### src/hw/mips_decode_settings.svh
`ifndef MIPS_DECODE_SETTINGS_SVH
`define MIPS_DECODE_SETTINGS_SVH

// instruction word width
`define INST_W 32

// width of the delivered-instruction count
`define COUNT_W 16

// optional opcode groups, 1 enables decoding
`define WITH_TLB 1
`define WITH_CACHE 1

`endif
### src/hw/mips_decode_pkg.sv
`default_nettype none

package mips_decode_pkg;

    // decoded operations, encodings shared with the stimulus file
    typedef enum logic [7:0] {
        OP_INVALID = 8'd0,
        OP_BLTZ    = 8'd1,
        OP_BGEZ    = 8'd2,
        OP_BLTZAL  = 8'd3,
        OP_BGEZAL  = 8'd4,
        OP_BEQ     = 8'd5,
        OP_BNE     = 8'd6,
        OP_BLEZ    = 8'd7,
        OP_BGTZ    = 8'd8,
        OP_ADD     = 8'd9,
        OP_SLT     = 8'd10,
        OP_AND     = 8'd11,
        OP_OR      = 8'd12,
        OP_XOR     = 8'd13,
        OP_LU      = 8'd14,
        OP_MFC0    = 8'd15,
        OP_MTC0    = 8'd16,
        OP_ERET    = 8'd17,
        OP_WAIT    = 8'd18,
        OP_TLBWI   = 8'd19,
        OP_TLBP    = 8'd20,
        OP_LB      = 8'd21,
        OP_LH      = 8'd22,
        OP_LW      = 8'd23,
        OP_LWL     = 8'd24,
        OP_LWR     = 8'd25,
        OP_SB      = 8'd26,
        OP_SH      = 8'd27,
        OP_SW      = 8'd28,
        OP_SWL     = 8'd29,
        OP_SWR     = 8'd30,
        OP_CACHE   = 8'd31,
        OP_PREF    = 8'd32,
        OP_SLL     = 8'd33,
        OP_SRL     = 8'd34,
        OP_SRA     = 8'd35,
        OP_JR      = 8'd36,
        OP_JALR    = 8'd37,
        OP_SYSCALL = 8'd38,
        OP_BREAK   = 8'd39,
        OP_MFHI    = 8'd40,
        OP_MFLO    = 8'd41,
        OP_MULT    = 8'd42,
        OP_DIV     = 8'd43,
        OP_ADDR    = 8'd44,
        OP_SUBR    = 8'd45,
        OP_ANDR    = 8'd46,
        OP_ORR     = 8'd47,
        OP_XORR    = 8'd48,
        OP_NOR     = 8'd49,
        OP_SLTR    = 8'd50,
        OP_J       = 8'd51,
        OP_JAL     = 8'd52
    } op_t;

    typedef enum logic {
        ST_RUN   = 1'b0,
        ST_SLEEP = 1'b1
    } ctrl_state_t;

    typedef struct packed {
        op_t         op;
        logic [4:0]  reg_s;
        logic [4:0]  reg_t;
        logic [4:0]  reg_d;
        logic [15:0] immediate;
        logic        flag_unsigned;
    } decoded_t;

endpackage

`default_nettype wire

### src/hw/mips_decode_top.sv
`timescale 1ns/1ps
`default_nettype none

`include "mips_decode_settings.svh"

module mips_decode_top (
    input  wire                       clk,
    input  wire                       arst_n,
    input  wire                       inst_valid,
    input  wire [`INST_W-1:0]         inst,
    input  wire                       irq,
    output logic                      dec_valid,
    output mips_decode_pkg::decoded_t dec,
    output logic                      sleeping,
    output logic [`COUNT_W-1:0]       inst_count
);

    mips_decode_pkg::decoded_t dec_i;
    mips_decode_pkg::decoded_t dec_r;
    logic                      accept;

    id_i u_id_i (
        .inst (inst),
        .dec  (dec_i)
    );

    id_r u_id_r (
        .inst (inst),
        .dec  (dec_r)
    );

    decode_merge u_decode_merge (
        .clk        (clk),
        .arst_n     (arst_n),
        .inst_valid (inst_valid),
        .inst       (inst),
        .dec_i      (dec_i),
        .dec_r      (dec_r),
        .accept     (accept),
        .dec_valid  (dec_valid),
        .dec        (dec)
    );

    decode_ctrl u_decode_ctrl (
        .clk       (clk),
        .arst_n    (arst_n),
        .dec_valid (dec_valid),
        .dec_op    (dec.op),
        .irq       (irq),
        .accept    (accept),
        .sleeping  (sleeping)
    );

    inst_counter u_inst_counter (
        .clk        (clk),
        .arst_n     (arst_n),
        .dec_valid  (dec_valid),
        .inst_count (inst_count)
    );

endmodule

`default_nettype wire

### src/hw/inst_counter.sv
`timescale 1ns/1ps
`default_nettype none

`include "mips_decode_settings.svh"

module inst_counter (
    input  wire                clk,
    input  wire                arst_n,
    input  wire                dec_valid,
    output logic [`COUNT_W-1:0] inst_count
);

    // counts invalid ops as well, wraps at full scale
    always_ff @(posedge clk or negedge arst_n) begin
        if (!arst_n) begin
            inst_count <= '0;
        end else if (dec_valid) begin
            inst_count <= inst_count + 1'b1;
        end
    end

endmodule

`default_nettype wire

### src/hw/decode_ctrl.sv
`timescale 1ns/1ps
`default_nettype none

module decode_ctrl (
    input  wire                       clk,
    input  wire                       arst_n,
    input  wire                       dec_valid,
    input  wire mips_decode_pkg::op_t dec_op,
    input  wire                       irq,
    output logic                      accept,
    output logic                      sleeping
);

    mips_decode_pkg::ctrl_state_t state;
    mips_decode_pkg::ctrl_state_t state_nxt;
    logic                         wait_out;

    // wait on the output register
    assign wait_out = dec_valid && (dec_op == mips_decode_pkg::OP_WAIT);

    always_comb begin
        state_nxt = state;
        case (state)
            mips_decode_pkg::ST_RUN:   if (wait_out) state_nxt = mips_decode_pkg::ST_SLEEP;
            mips_decode_pkg::ST_SLEEP: if (irq) state_nxt = mips_decode_pkg::ST_RUN;
            default:                   state_nxt = mips_decode_pkg::ST_RUN;
        endcase
    end

    always_ff @(posedge clk or negedge arst_n) begin
        if (!arst_n) begin
            state <= mips_decode_pkg::ST_RUN;
        end else begin
            state <= state_nxt;
        end
    end

    // stop already in the wait cycle, so the next input is dropped
    assign accept   = (state == mips_decode_pkg::ST_RUN) && !wait_out;
    assign sleeping = (state == mips_decode_pkg::ST_SLEEP);

endmodule

`default_nettype wire

### src/hw/decode_merge.sv
`timescale 1ns/1ps
`default_nettype none

`include "mips_decode_settings.svh"

module decode_merge (
    input  wire                            clk,
    input  wire                            arst_n,
    input  wire                            inst_valid,
    input  wire [`INST_W-1:0]              inst,
    input  wire mips_decode_pkg::decoded_t dec_i,
    input  wire mips_decode_pkg::decoded_t dec_r,
    input  wire                            accept,
    output logic                           dec_valid,
    output mips_decode_pkg::decoded_t      dec
);

    logic                      sel_r;
    logic                      load;
    mips_decode_pkg::decoded_t dec_sel;

    // special, j and jal go through the r decoder
    assign sel_r = (inst[31:26] == 6'h00) ||
                   (inst[31:26] == 6'h02) ||
                   (inst[31:26] == 6'h03);

    assign dec_sel = sel_r ? dec_r : dec_i;
    assign load    = inst_valid && accept;  // dropped while not accepting

    always_ff @(posedge clk or negedge arst_n) begin
        if (!arst_n) begin
            dec_valid <= 1'b0;
            dec       <= '0;
        end else begin
            dec_valid <= load;
            if (load) begin
                dec <= dec_sel;
            end
        end
    end

endmodule

`default_nettype wire

### src/hw/id_r.sv
`timescale 1ns/1ps
`default_nettype none

`include "mips_decode_settings.svh"

module id_r (
    input  wire [`INST_W-1:0]         inst,
    output mips_decode_pkg::decoded_t dec
);

    logic [5:0] opcode;
    logic [5:0] funct;

    assign opcode = inst[31:26];
    assign funct  = inst[5:0];

    always_comb begin
        dec           = '0;
        dec.reg_s     = inst[25:21];
        dec.reg_t     = inst[20:16];
        dec.immediate = inst[15:0];  // shamt/funct, or low jump target

        case (opcode)
            6'h00: begin
                dec.reg_d         = inst[15:11];
                dec.flag_unsigned = (funct == 6'h21) ||  // addu
                                    (funct == 6'h23) ||  // subu
                                    (funct == 6'h2b) ||  // sltu
                                    (funct == 6'h19) ||  // multu
                                    (funct == 6'h1b);    // divu
                case (funct)
                    6'h00:        dec.op = mips_decode_pkg::OP_SLL;
                    6'h02:        dec.op = mips_decode_pkg::OP_SRL;
                    6'h03:        dec.op = mips_decode_pkg::OP_SRA;
                    6'h08:        dec.op = mips_decode_pkg::OP_JR;
                    6'h09:        dec.op = mips_decode_pkg::OP_JALR;
                    6'h10:        dec.op = mips_decode_pkg::OP_MFHI;
                    6'h12:        dec.op = mips_decode_pkg::OP_MFLO;
                    6'h18, 6'h19: dec.op = mips_decode_pkg::OP_MULT;
                    6'h1a, 6'h1b: dec.op = mips_decode_pkg::OP_DIV;
                    6'h20, 6'h21: dec.op = mips_decode_pkg::OP_ADDR;
                    6'h22, 6'h23: dec.op = mips_decode_pkg::OP_SUBR;
                    6'h24:        dec.op = mips_decode_pkg::OP_ANDR;
                    6'h25:        dec.op = mips_decode_pkg::OP_ORR;
                    6'h26:        dec.op = mips_decode_pkg::OP_XORR;
                    6'h27:        dec.op = mips_decode_pkg::OP_NOR;
                    6'h2a, 6'h2b: dec.op = mips_decode_pkg::OP_SLTR;
                    // syscall and break trap here too
                    default:      dec.op = mips_decode_pkg::OP_INVALID;
                endcase
            end
            6'h02:   dec.op = mips_decode_pkg::OP_J;
            6'h03:   dec.op = mips_decode_pkg::OP_JAL;
            default: dec.op = mips_decode_pkg::OP_INVALID;  // not an r-class opcode
        endcase
    end

endmodule

`default_nettype wire

### src/hw/id_i.sv
`timescale 1ns/1ps
`default_nettype none

`include "mips_decode_settings.svh"

module id_i (
    input  wire [`INST_W-1:0]         inst,
    output mips_decode_pkg::decoded_t dec
);

    logic [5:0] opcode;
    logic [5:0] funct;
    logic [4:0] rs;
    logic [4:0] rt;
    logic       cache_illegal;

    assign opcode = inst[31:26];
    assign funct  = inst[5:0];
    assign rs     = inst[25:21];
    assign rt     = inst[20:16];

    // reserved cache operation encodings
    assign cache_illegal = (rt == 5'b11000) || (&rt[2:1]);

    always_comb begin
        dec               = '0;
        dec.reg_s         = rs;
        dec.reg_t         = rt;
        dec.immediate     = inst[15:0];
        dec.flag_unsigned = (opcode == 6'h09) ||  // addiu
                            (opcode == 6'h0b) ||  // sltiu
                            (opcode == 6'h24) ||  // lbu
                            (opcode == 6'h25);    // lhu

        case (opcode)
            6'h01: begin  // regimm, op picked by rt
                case (rt)
                    5'h00:   dec.op = mips_decode_pkg::OP_BLTZ;
                    5'h01:   dec.op = mips_decode_pkg::OP_BGEZ;
                    5'h10:   dec.op = mips_decode_pkg::OP_BLTZAL;
                    5'h11:   dec.op = mips_decode_pkg::OP_BGEZAL;
                    default: dec.op = mips_decode_pkg::OP_INVALID;
                endcase
            end
            6'h04:        dec.op = mips_decode_pkg::OP_BEQ;
            6'h05:        dec.op = mips_decode_pkg::OP_BNE;
            6'h06:        dec.op = (rt == 5'h0) ? mips_decode_pkg::OP_BLEZ
                                                : mips_decode_pkg::OP_INVALID;
            6'h07:        dec.op = (rt == 5'h0) ? mips_decode_pkg::OP_BGTZ
                                                : mips_decode_pkg::OP_INVALID;
            6'h08, 6'h09: dec.op = mips_decode_pkg::OP_ADD;
            6'h0a, 6'h0b: dec.op = mips_decode_pkg::OP_SLT;
            6'h0c:        dec.op = mips_decode_pkg::OP_AND;
            6'h0d:        dec.op = mips_decode_pkg::OP_OR;
            6'h0e:        dec.op = mips_decode_pkg::OP_XOR;
            6'h0f:        dec.op = (rs == 5'h0) ? mips_decode_pkg::OP_LU
                                                : mips_decode_pkg::OP_INVALID;
            6'h10: begin
                // cp0 moves by rs, co functions when rs[4] set
                if (rs == 5'h0) begin
                    dec.op = mips_decode_pkg::OP_MFC0;
                end else if (rs == 5'h4) begin
                    dec.op = mips_decode_pkg::OP_MTC0;
                end else if (rs[4]) begin
                    if (funct == 6'h18)
                        dec.op = mips_decode_pkg::OP_ERET;
                    else if (funct == 6'h20)
                        dec.op = mips_decode_pkg::OP_WAIT;
                    else if (funct == 6'h02 && `WITH_TLB != 0)
                        dec.op = mips_decode_pkg::OP_TLBWI;
                    else if (funct == 6'h08 && `WITH_TLB != 0)
                        dec.op = mips_decode_pkg::OP_TLBP;
                    else
                        dec.op = mips_decode_pkg::OP_INVALID;
                end else begin
                    dec.op = mips_decode_pkg::OP_INVALID;
                end
            end
            6'h20, 6'h24: dec.op = mips_decode_pkg::OP_LB;
            6'h21, 6'h25: dec.op = mips_decode_pkg::OP_LH;
            6'h23:        dec.op = mips_decode_pkg::OP_LW;
            6'h22:        dec.op = mips_decode_pkg::OP_LWL;
            6'h26:        dec.op = mips_decode_pkg::OP_LWR;
            6'h28:        dec.op = mips_decode_pkg::OP_SB;
            6'h29:        dec.op = mips_decode_pkg::OP_SH;
            6'h2b:        dec.op = mips_decode_pkg::OP_SW;
            6'h2a:        dec.op = mips_decode_pkg::OP_SWL;
            6'h2e:        dec.op = mips_decode_pkg::OP_SWR;
            6'h2f:        dec.op = (`WITH_CACHE != 0 && !cache_illegal)
                                   ? mips_decode_pkg::OP_CACHE
                                   : mips_decode_pkg::OP_INVALID;
            6'h33:        dec.op = mips_decode_pkg::OP_PREF;
            default:      dec.op = mips_decode_pkg::OP_INVALID;  // ll/sc not decoded
        endcase
    end

endmodule

`default_nettype wire

### config.mk
export PLATFORM = sky130hd
export DESIGN_NAME = mips_decode_top
export DESIGN_NICKNAME = d
export VERILOG_FILES = /design/src/hw/mips_decode_pkg.sv /design/src/hw/mips_decode_top.sv /design/src/hw/inst_counter.sv /design/src/hw/decode_ctrl.sv /design/src/hw/decode_merge.sv /design/src/hw/id_r.sv /design/src/hw/id_i.sv
export VERILOG_INCLUDE_DIRS = /design/src /design/src/hw
export SDC_FILE = /design/constraint.sdc
export NUM_CORES = 1
export LEC_CHECK = 0
export BUFFER_PORTS_ARGS = -buffer_cell sky130_fd_sc_hd__buf_2
export CORE_UTILIZATION = 30
export CTS_BUF_LIST = sky130_fd_sc_hd__clkbuf_8
export CTS_CLUSTER_DIAMETER = 100
export DETAILED_ROUTE_END_ITERATION = 10
export GPL_ROUTABILITY_DRIVEN = 0
export SYNTH_ARGS = -nofsm -noshare
export SYNTH_HDL_FRONTEND = slang
export SYNTH_SLANG_ARGS = --single-unit
### constraint.sdc
create_clock -name clk -period 2.5 [get_ports clk]
set_clock_uncertainty 0.05 [all_clocks]
set_input_delay 0.5 -clock clk [delete_from_list [all_inputs] [get_ports clk]]
set_output_delay 0.5 -clock clk [all_outputs]
set_load 0.03 [all_outputs]
==> impl_table.tex <==
\begin{tabular}{lr}
\hline
Metric & Value \\
\hline
\multicolumn{2}{l}{\textbf{Timing}} \\
\quad Period utilization & 83.9\% \\
\quad Max Clk Rate & 477 MHz \\
\quad Number of setup violations in the final report & 0 \\
\quad RSZ-0062 raised after global routing & false \\
\quad Max Slew Vio Count & 0 \\
\quad Post-route worst setup slack & 401 ps \\
\quad Period minus WS final & about 2100 ps \\
\quad Endpoints failing hold & 0 \\
\quad Slew @ Worst Pin & 590 ps \\
\quad Max\_slew headroom & about 60\% \\
\quad Setup TNS Final & 0 ps \\
\multicolumn{2}{l}{\textbf{Logic synthesis}} \\
\quad Warning count from the yosys run & 0 \\
\quad Count of flip-flops with a built-in enable after synthesis & 0 \\
\quad Netlist Area Pre-Place & approximately 3300 um2 \\
\quad Avg Cell Area, Syn & 10.1 um2 \\
\quad Ys async rst share & 100\% \\
\quad Sequential area share after synthesis & 42.6\% \\
\quad Cell variety after synth & 56 \\
\quad Flops \& latches, synth & 56 \\
\quad Cells after synthesis & 325 \\
\quad Synth Flop Type & sky130\_fd\_sc\_hd\_\_dfrtp\_1 \\
\multicolumn{2}{l}{\textbf{Layout}} \\
\quad Area occupied by multi-input gates & 1710 um2 \\
\quad Inserted Diodes & 0 \\
\quad Final Net Count & approximately 450 \\
\quad Layout cell share with drive strength beyond 1 & approximately 34\% \\
\quad Seq. cell area & 1400 um2 \\
\quad Post-Layout Cell Count & approximately 550 \\
\quad Fill cells & 1074 \\
\quad Synth-to-Final Area Change & 19.4\% \\
\multicolumn{2}{l}{\textbf{Global route}} \\
\quad Overall Global Routing Usage & 14.3\% \\
\quad Final global-route overflow total & 0 \\
\quad Vias in the first global route & 2511 \\
\quad Antenna violations before repair & 0 \\
\quad First-pass GRT wire length & 12900 um \\
\quad Pin count of the biggest net entering global routing & between 40 and 50 \\
\multicolumn{2}{l}{\textbf{Critical path}} \\
\quad Total buffers and inverters traversed by the critical path & 1 \\
\quad Cell at the slowest stage of the critical path & sky130\_fd\_sc\_hd\_\_o41a\_2 \\
\quad CP endpoint kind & flop \\
\quad Highest net fanout along the worst path & 22 \\
\quad Top cell family by delay on the critical path & compound AO/OA/AOI/OAI gates \\
\quad Critical path class & reg -> reg \\
\quad Critical path cell sequence & or3b\_1 > o41a\_2 > buf\_4 > mux2\_4 \\
\quad Required time worst endpoint & 2640 ps \\
\quad Critical path data arrival time & approximately 2200 ps \\
\quad Longest individual stage delay on the worst path & 500 ps \\
\quad Kind of start point of the critical path & flop \\
\multicolumn{2}{l}{\textbf{Clock network}} \\
\quad Htree depth & 2 \\
\quad Clock latency reported for the late side of the worst-skew pair & 310 ps \\
\quad Clock input transition at the sequential cells of the worst setup and hold paths & 100 ps \\
\quad Root Buffer Master & sky130\_fd\_sc\_hd\_\_clkbuf\_8 \\
\quad CTS Sinks & 56 \\
\quad CTS Hold Bufs & 1 \\
\quad Total of cells resized after clock tree synthesis & 0 \\
\quad Clock tree from TritonCTS & done \\
\quad Longest Clk Path Bufs & 2 \\
\quad Number of CTS-inserted buffers & 5 \\
\quad Post-CTS setup buffer count & 0 \\
\multicolumn{2}{l}{\textbf{Drt}} \\
\quad Final ANT Viol Nets & 0 \\
\quad Per-cell routed wire length & 14.8 um \\
\quad Detailed Route WL & 8110 um \\
\quad Detailed Route Iter0 Violations & 253 \\
\quad First-pass iteration count of the detailed router & 4 \\
\quad Per-cell via count in the routed design & 5.07 \\
\quad Total via count after detailed routing & about 2800 \\
\quad DRC violation count after routing & 0 \\
\multicolumn{2}{l}{\textbf{Power}} \\
\quad Maximum VDD drop & 463 uV \\
\quad Sequential share of power & about 47\% \\
\quad Overall power after layout & around 2.5 mW \\
\quad Net Sw Power & 0.911 mW \\
\quad Power share of the clock group & 20.2\% \\
\quad Static power due to leakage & around 1.8 nW \\
\quad Combinational group share of total power & 33.3\% \\
\quad Proportion of total power due to net switching & 37.0\% \\
\quad Internal power component & 1.55 mW \\
\quad P per Cell Area & between 600 and 700 nW/um2 \\
\multicolumn{2}{l}{\textbf{Floorplanning}} \\
\quad Top-level port count & 94 \\
\quad Die Ht & 107 um \\
\quad Width of the die & 107 um \\
\quad Effective utilization at floorplan & a little under a third \\
\quad Cell row count & 37 \\
\quad Core footprint & approximately 10000 um2 \\
\quad Die outline area & 11400 um2 \\
\multicolumn{2}{l}{\textbf{Outcome}} \\
\quad Result of the run & finished clean \\
\multicolumn{2}{l}{\textbf{Place}} \\
\quad Post-place setup slack & 249 ps \\
\quad Buffers added on ports & 91 \\
\quad Detail Placement HPWL & 6100 um \\
\quad Placed cell count & 538 \\
\multicolumn{2}{l}{\textbf{Hold path}} \\
\quad Worst hold-check path type & in -> reg \\
\multicolumn{2}{l}{\textbf{Run}} \\
\quad Max Cap Violations & 0 \\
\hline
\end{tabular}
[layout make-up]
| class | instances | area share, % |
|---|---|---|
| Multi-Input combinational cell | 237 | 43.5 |
| Sequential cell | 56 | 35.7 |
| Timing Repair Buffer | 99 | 13.2 |
| Tap cell | 136 | 4.33 |
| Clock buffer | 6 | 2.10 |
| Inverter | 11 | 1.05 |
| Clock inverter | 2 | 0.191 |
[cells in the final DEF (no fill, tap or decap), types with 3 or more instances in the layout]
master                     count
sky130_fd_sc_hd__a21oi_1       8
sky130_fd_sc_hd__buf_2        91
sky130_fd_sc_hd__mux2_2        6
sky130_fd_sc_hd__inv_1        13
sky130_fd_sc_hd__mux2_4       22
sky130_fd_sc_hd__o22ai_1       3
sky130_fd_sc_hd__and3_1        3
sky130_fd_sc_hd__ha_1          5
sky130_fd_sc_hd__mux2i_1       3
sky130_fd_sc_hd__nand3_1      18
sky130_fd_sc_hd__nand2_1      25
sky130_fd_sc_hd__xor2_1        5
sky130_fd_sc_hd__xnor2_1      12
sky130_fd_sc_hd__nor3_1        8
sky130_fd_sc_hd__nor2b_1      10
sky130_fd_sc_hd__nor4_1        6
sky130_fd_sc_hd__nand2b_1      5
sky130_fd_sc_hd__clkbuf_8      6
sky130_fd_sc_hd__nor2_1       23
sky130_fd_sc_hd__nand4_1       8
sky130_fd_sc_hd__buf_4         7
sky130_fd_sc_hd__o21ai_0      15
sky130_fd_sc_hd__a31oi_1       9
sky130_fd_sc_hd__dfrtp_1      56
sky130_fd_sc_hd__a211oi_1      3
[worst register-to-register path: stages, from the launching register on]
cell and delay [ps]:
sky130_fd_sc_hd__dfrtp_1 430, sky130_fd_sc_hd__or3b_1 390, sky130_fd_sc_hd__o41a_2 500, sky130_fd_sc_hd__buf_4 280
sky130_fd_sc_hd__mux2_4 330
[routing by layer]
metal	up-vias	track usage, %	share of wire, %
met5	-	0	0
met4	0	4.50	1.6
met3	11	2.13	5.4
met2	98	22.7	46
met1	1326	19.9	47
li1	1338	-	-
[power by group through the flow]
stage | Clock, mW | Combinational, mW | Sequential (mW)
after floorplan | 0 | 0.335 | 1.40
after global placement | 0 | 0.810 | 1.16
after detailed placement | 0 | 0.822 | 1.17
after CTS | 0.513 | 0.825 | 1.15
after global routing | 0.547 | 0.882 | 1.17
final | 0.497 | 0.819 | 1.15
[flip-flops by register name, indices dropped and copies added, names as in the netlist]
| name | cells |
|---|---|
| u_decode_merge.dec | 38 |
| u_decode_merge.dec_valid | 1 |
| u_inst_counter.inst_count | 16 |
| u_decode_ctrl.sleeping | 1 |
[synth_stat cells, types with 8 or more instances]
cell,n,area (um2)
sky130_fd_sc_hd__mux2_4,22,330
sky130_fd_sc_hd__nand2_1,25,93.8
sky130_fd_sc_hd__dfrtp_1,56,1400
sky130_fd_sc_hd__a21oi_1,8,40.0
sky130_fd_sc_hd__xnor2_1,12,105
sky130_fd_sc_hd__nand4_1,8,50.1
sky130_fd_sc_hd__nor3_1,8,40.0
sky130_fd_sc_hd__nand3_1,18,90.1
sky130_fd_sc_hd__o21ai_0,15,75.1
sky130_fd_sc_hd__nor2_1,23,86.3
sky130_fd_sc_hd__clkbuf_1,10,37.5
sky130_fd_sc_hd__nor2b_1,10,62.6
sky130_fd_sc_hd__a31oi_1,9,56.3
sky130_fd_sc_hd__inv_1,11,41.3
[metrics by stage]
| stage | util (%) | area (um2) | hold slack, ps |
|---|---|---|---|
| floorplan | - | 3290 | 154 |
| global placement | 36.6 | 3830 | 312 |
| detailed placement | 36.6 | 3830 | 326 |
| CTS | 37.5 | 3930 | 305 |
| global route | 37.5 | 3930 | 315 |
| finish | 37.5 | 3930 | 312 |
[worst paths after layout]
check	to	from	slack, ps	cells past startpoint
worst max register to register	u_decode_merge.dec[10]	u_decode_merge.dec[32]	400	4
worst min-delay path	u_decode_ctrl.sleeping	irq	310	2
worst min register to register	u_inst_counter.inst_count[15]	u_inst_counter.inst_count[15]	430	1
min in group asynchronous	u_decode_merge.dec[7]	arst_n	550	2
max in group asynchronous	u_inst_counter.inst_count[4]	arst_n	990	3
worst max-delay path	u_decode_merge.dec[10]	u_decode_merge.dec[32]	400	4
[cells by family after synthesis]
family,Yosys count,synth area share (%)
and+or+nand+nor,123,19.8
AOI/OAI and AO/OA,58,11.7
DFF,56,42.6
buffers and inverters,33,5.67
muxes,32,13.7
xor gates and xnor gates,17,4.53
adders and majority gates,5,1.90
other,1,0.114
Note: power is estimated with default switching activity, not from simulation.
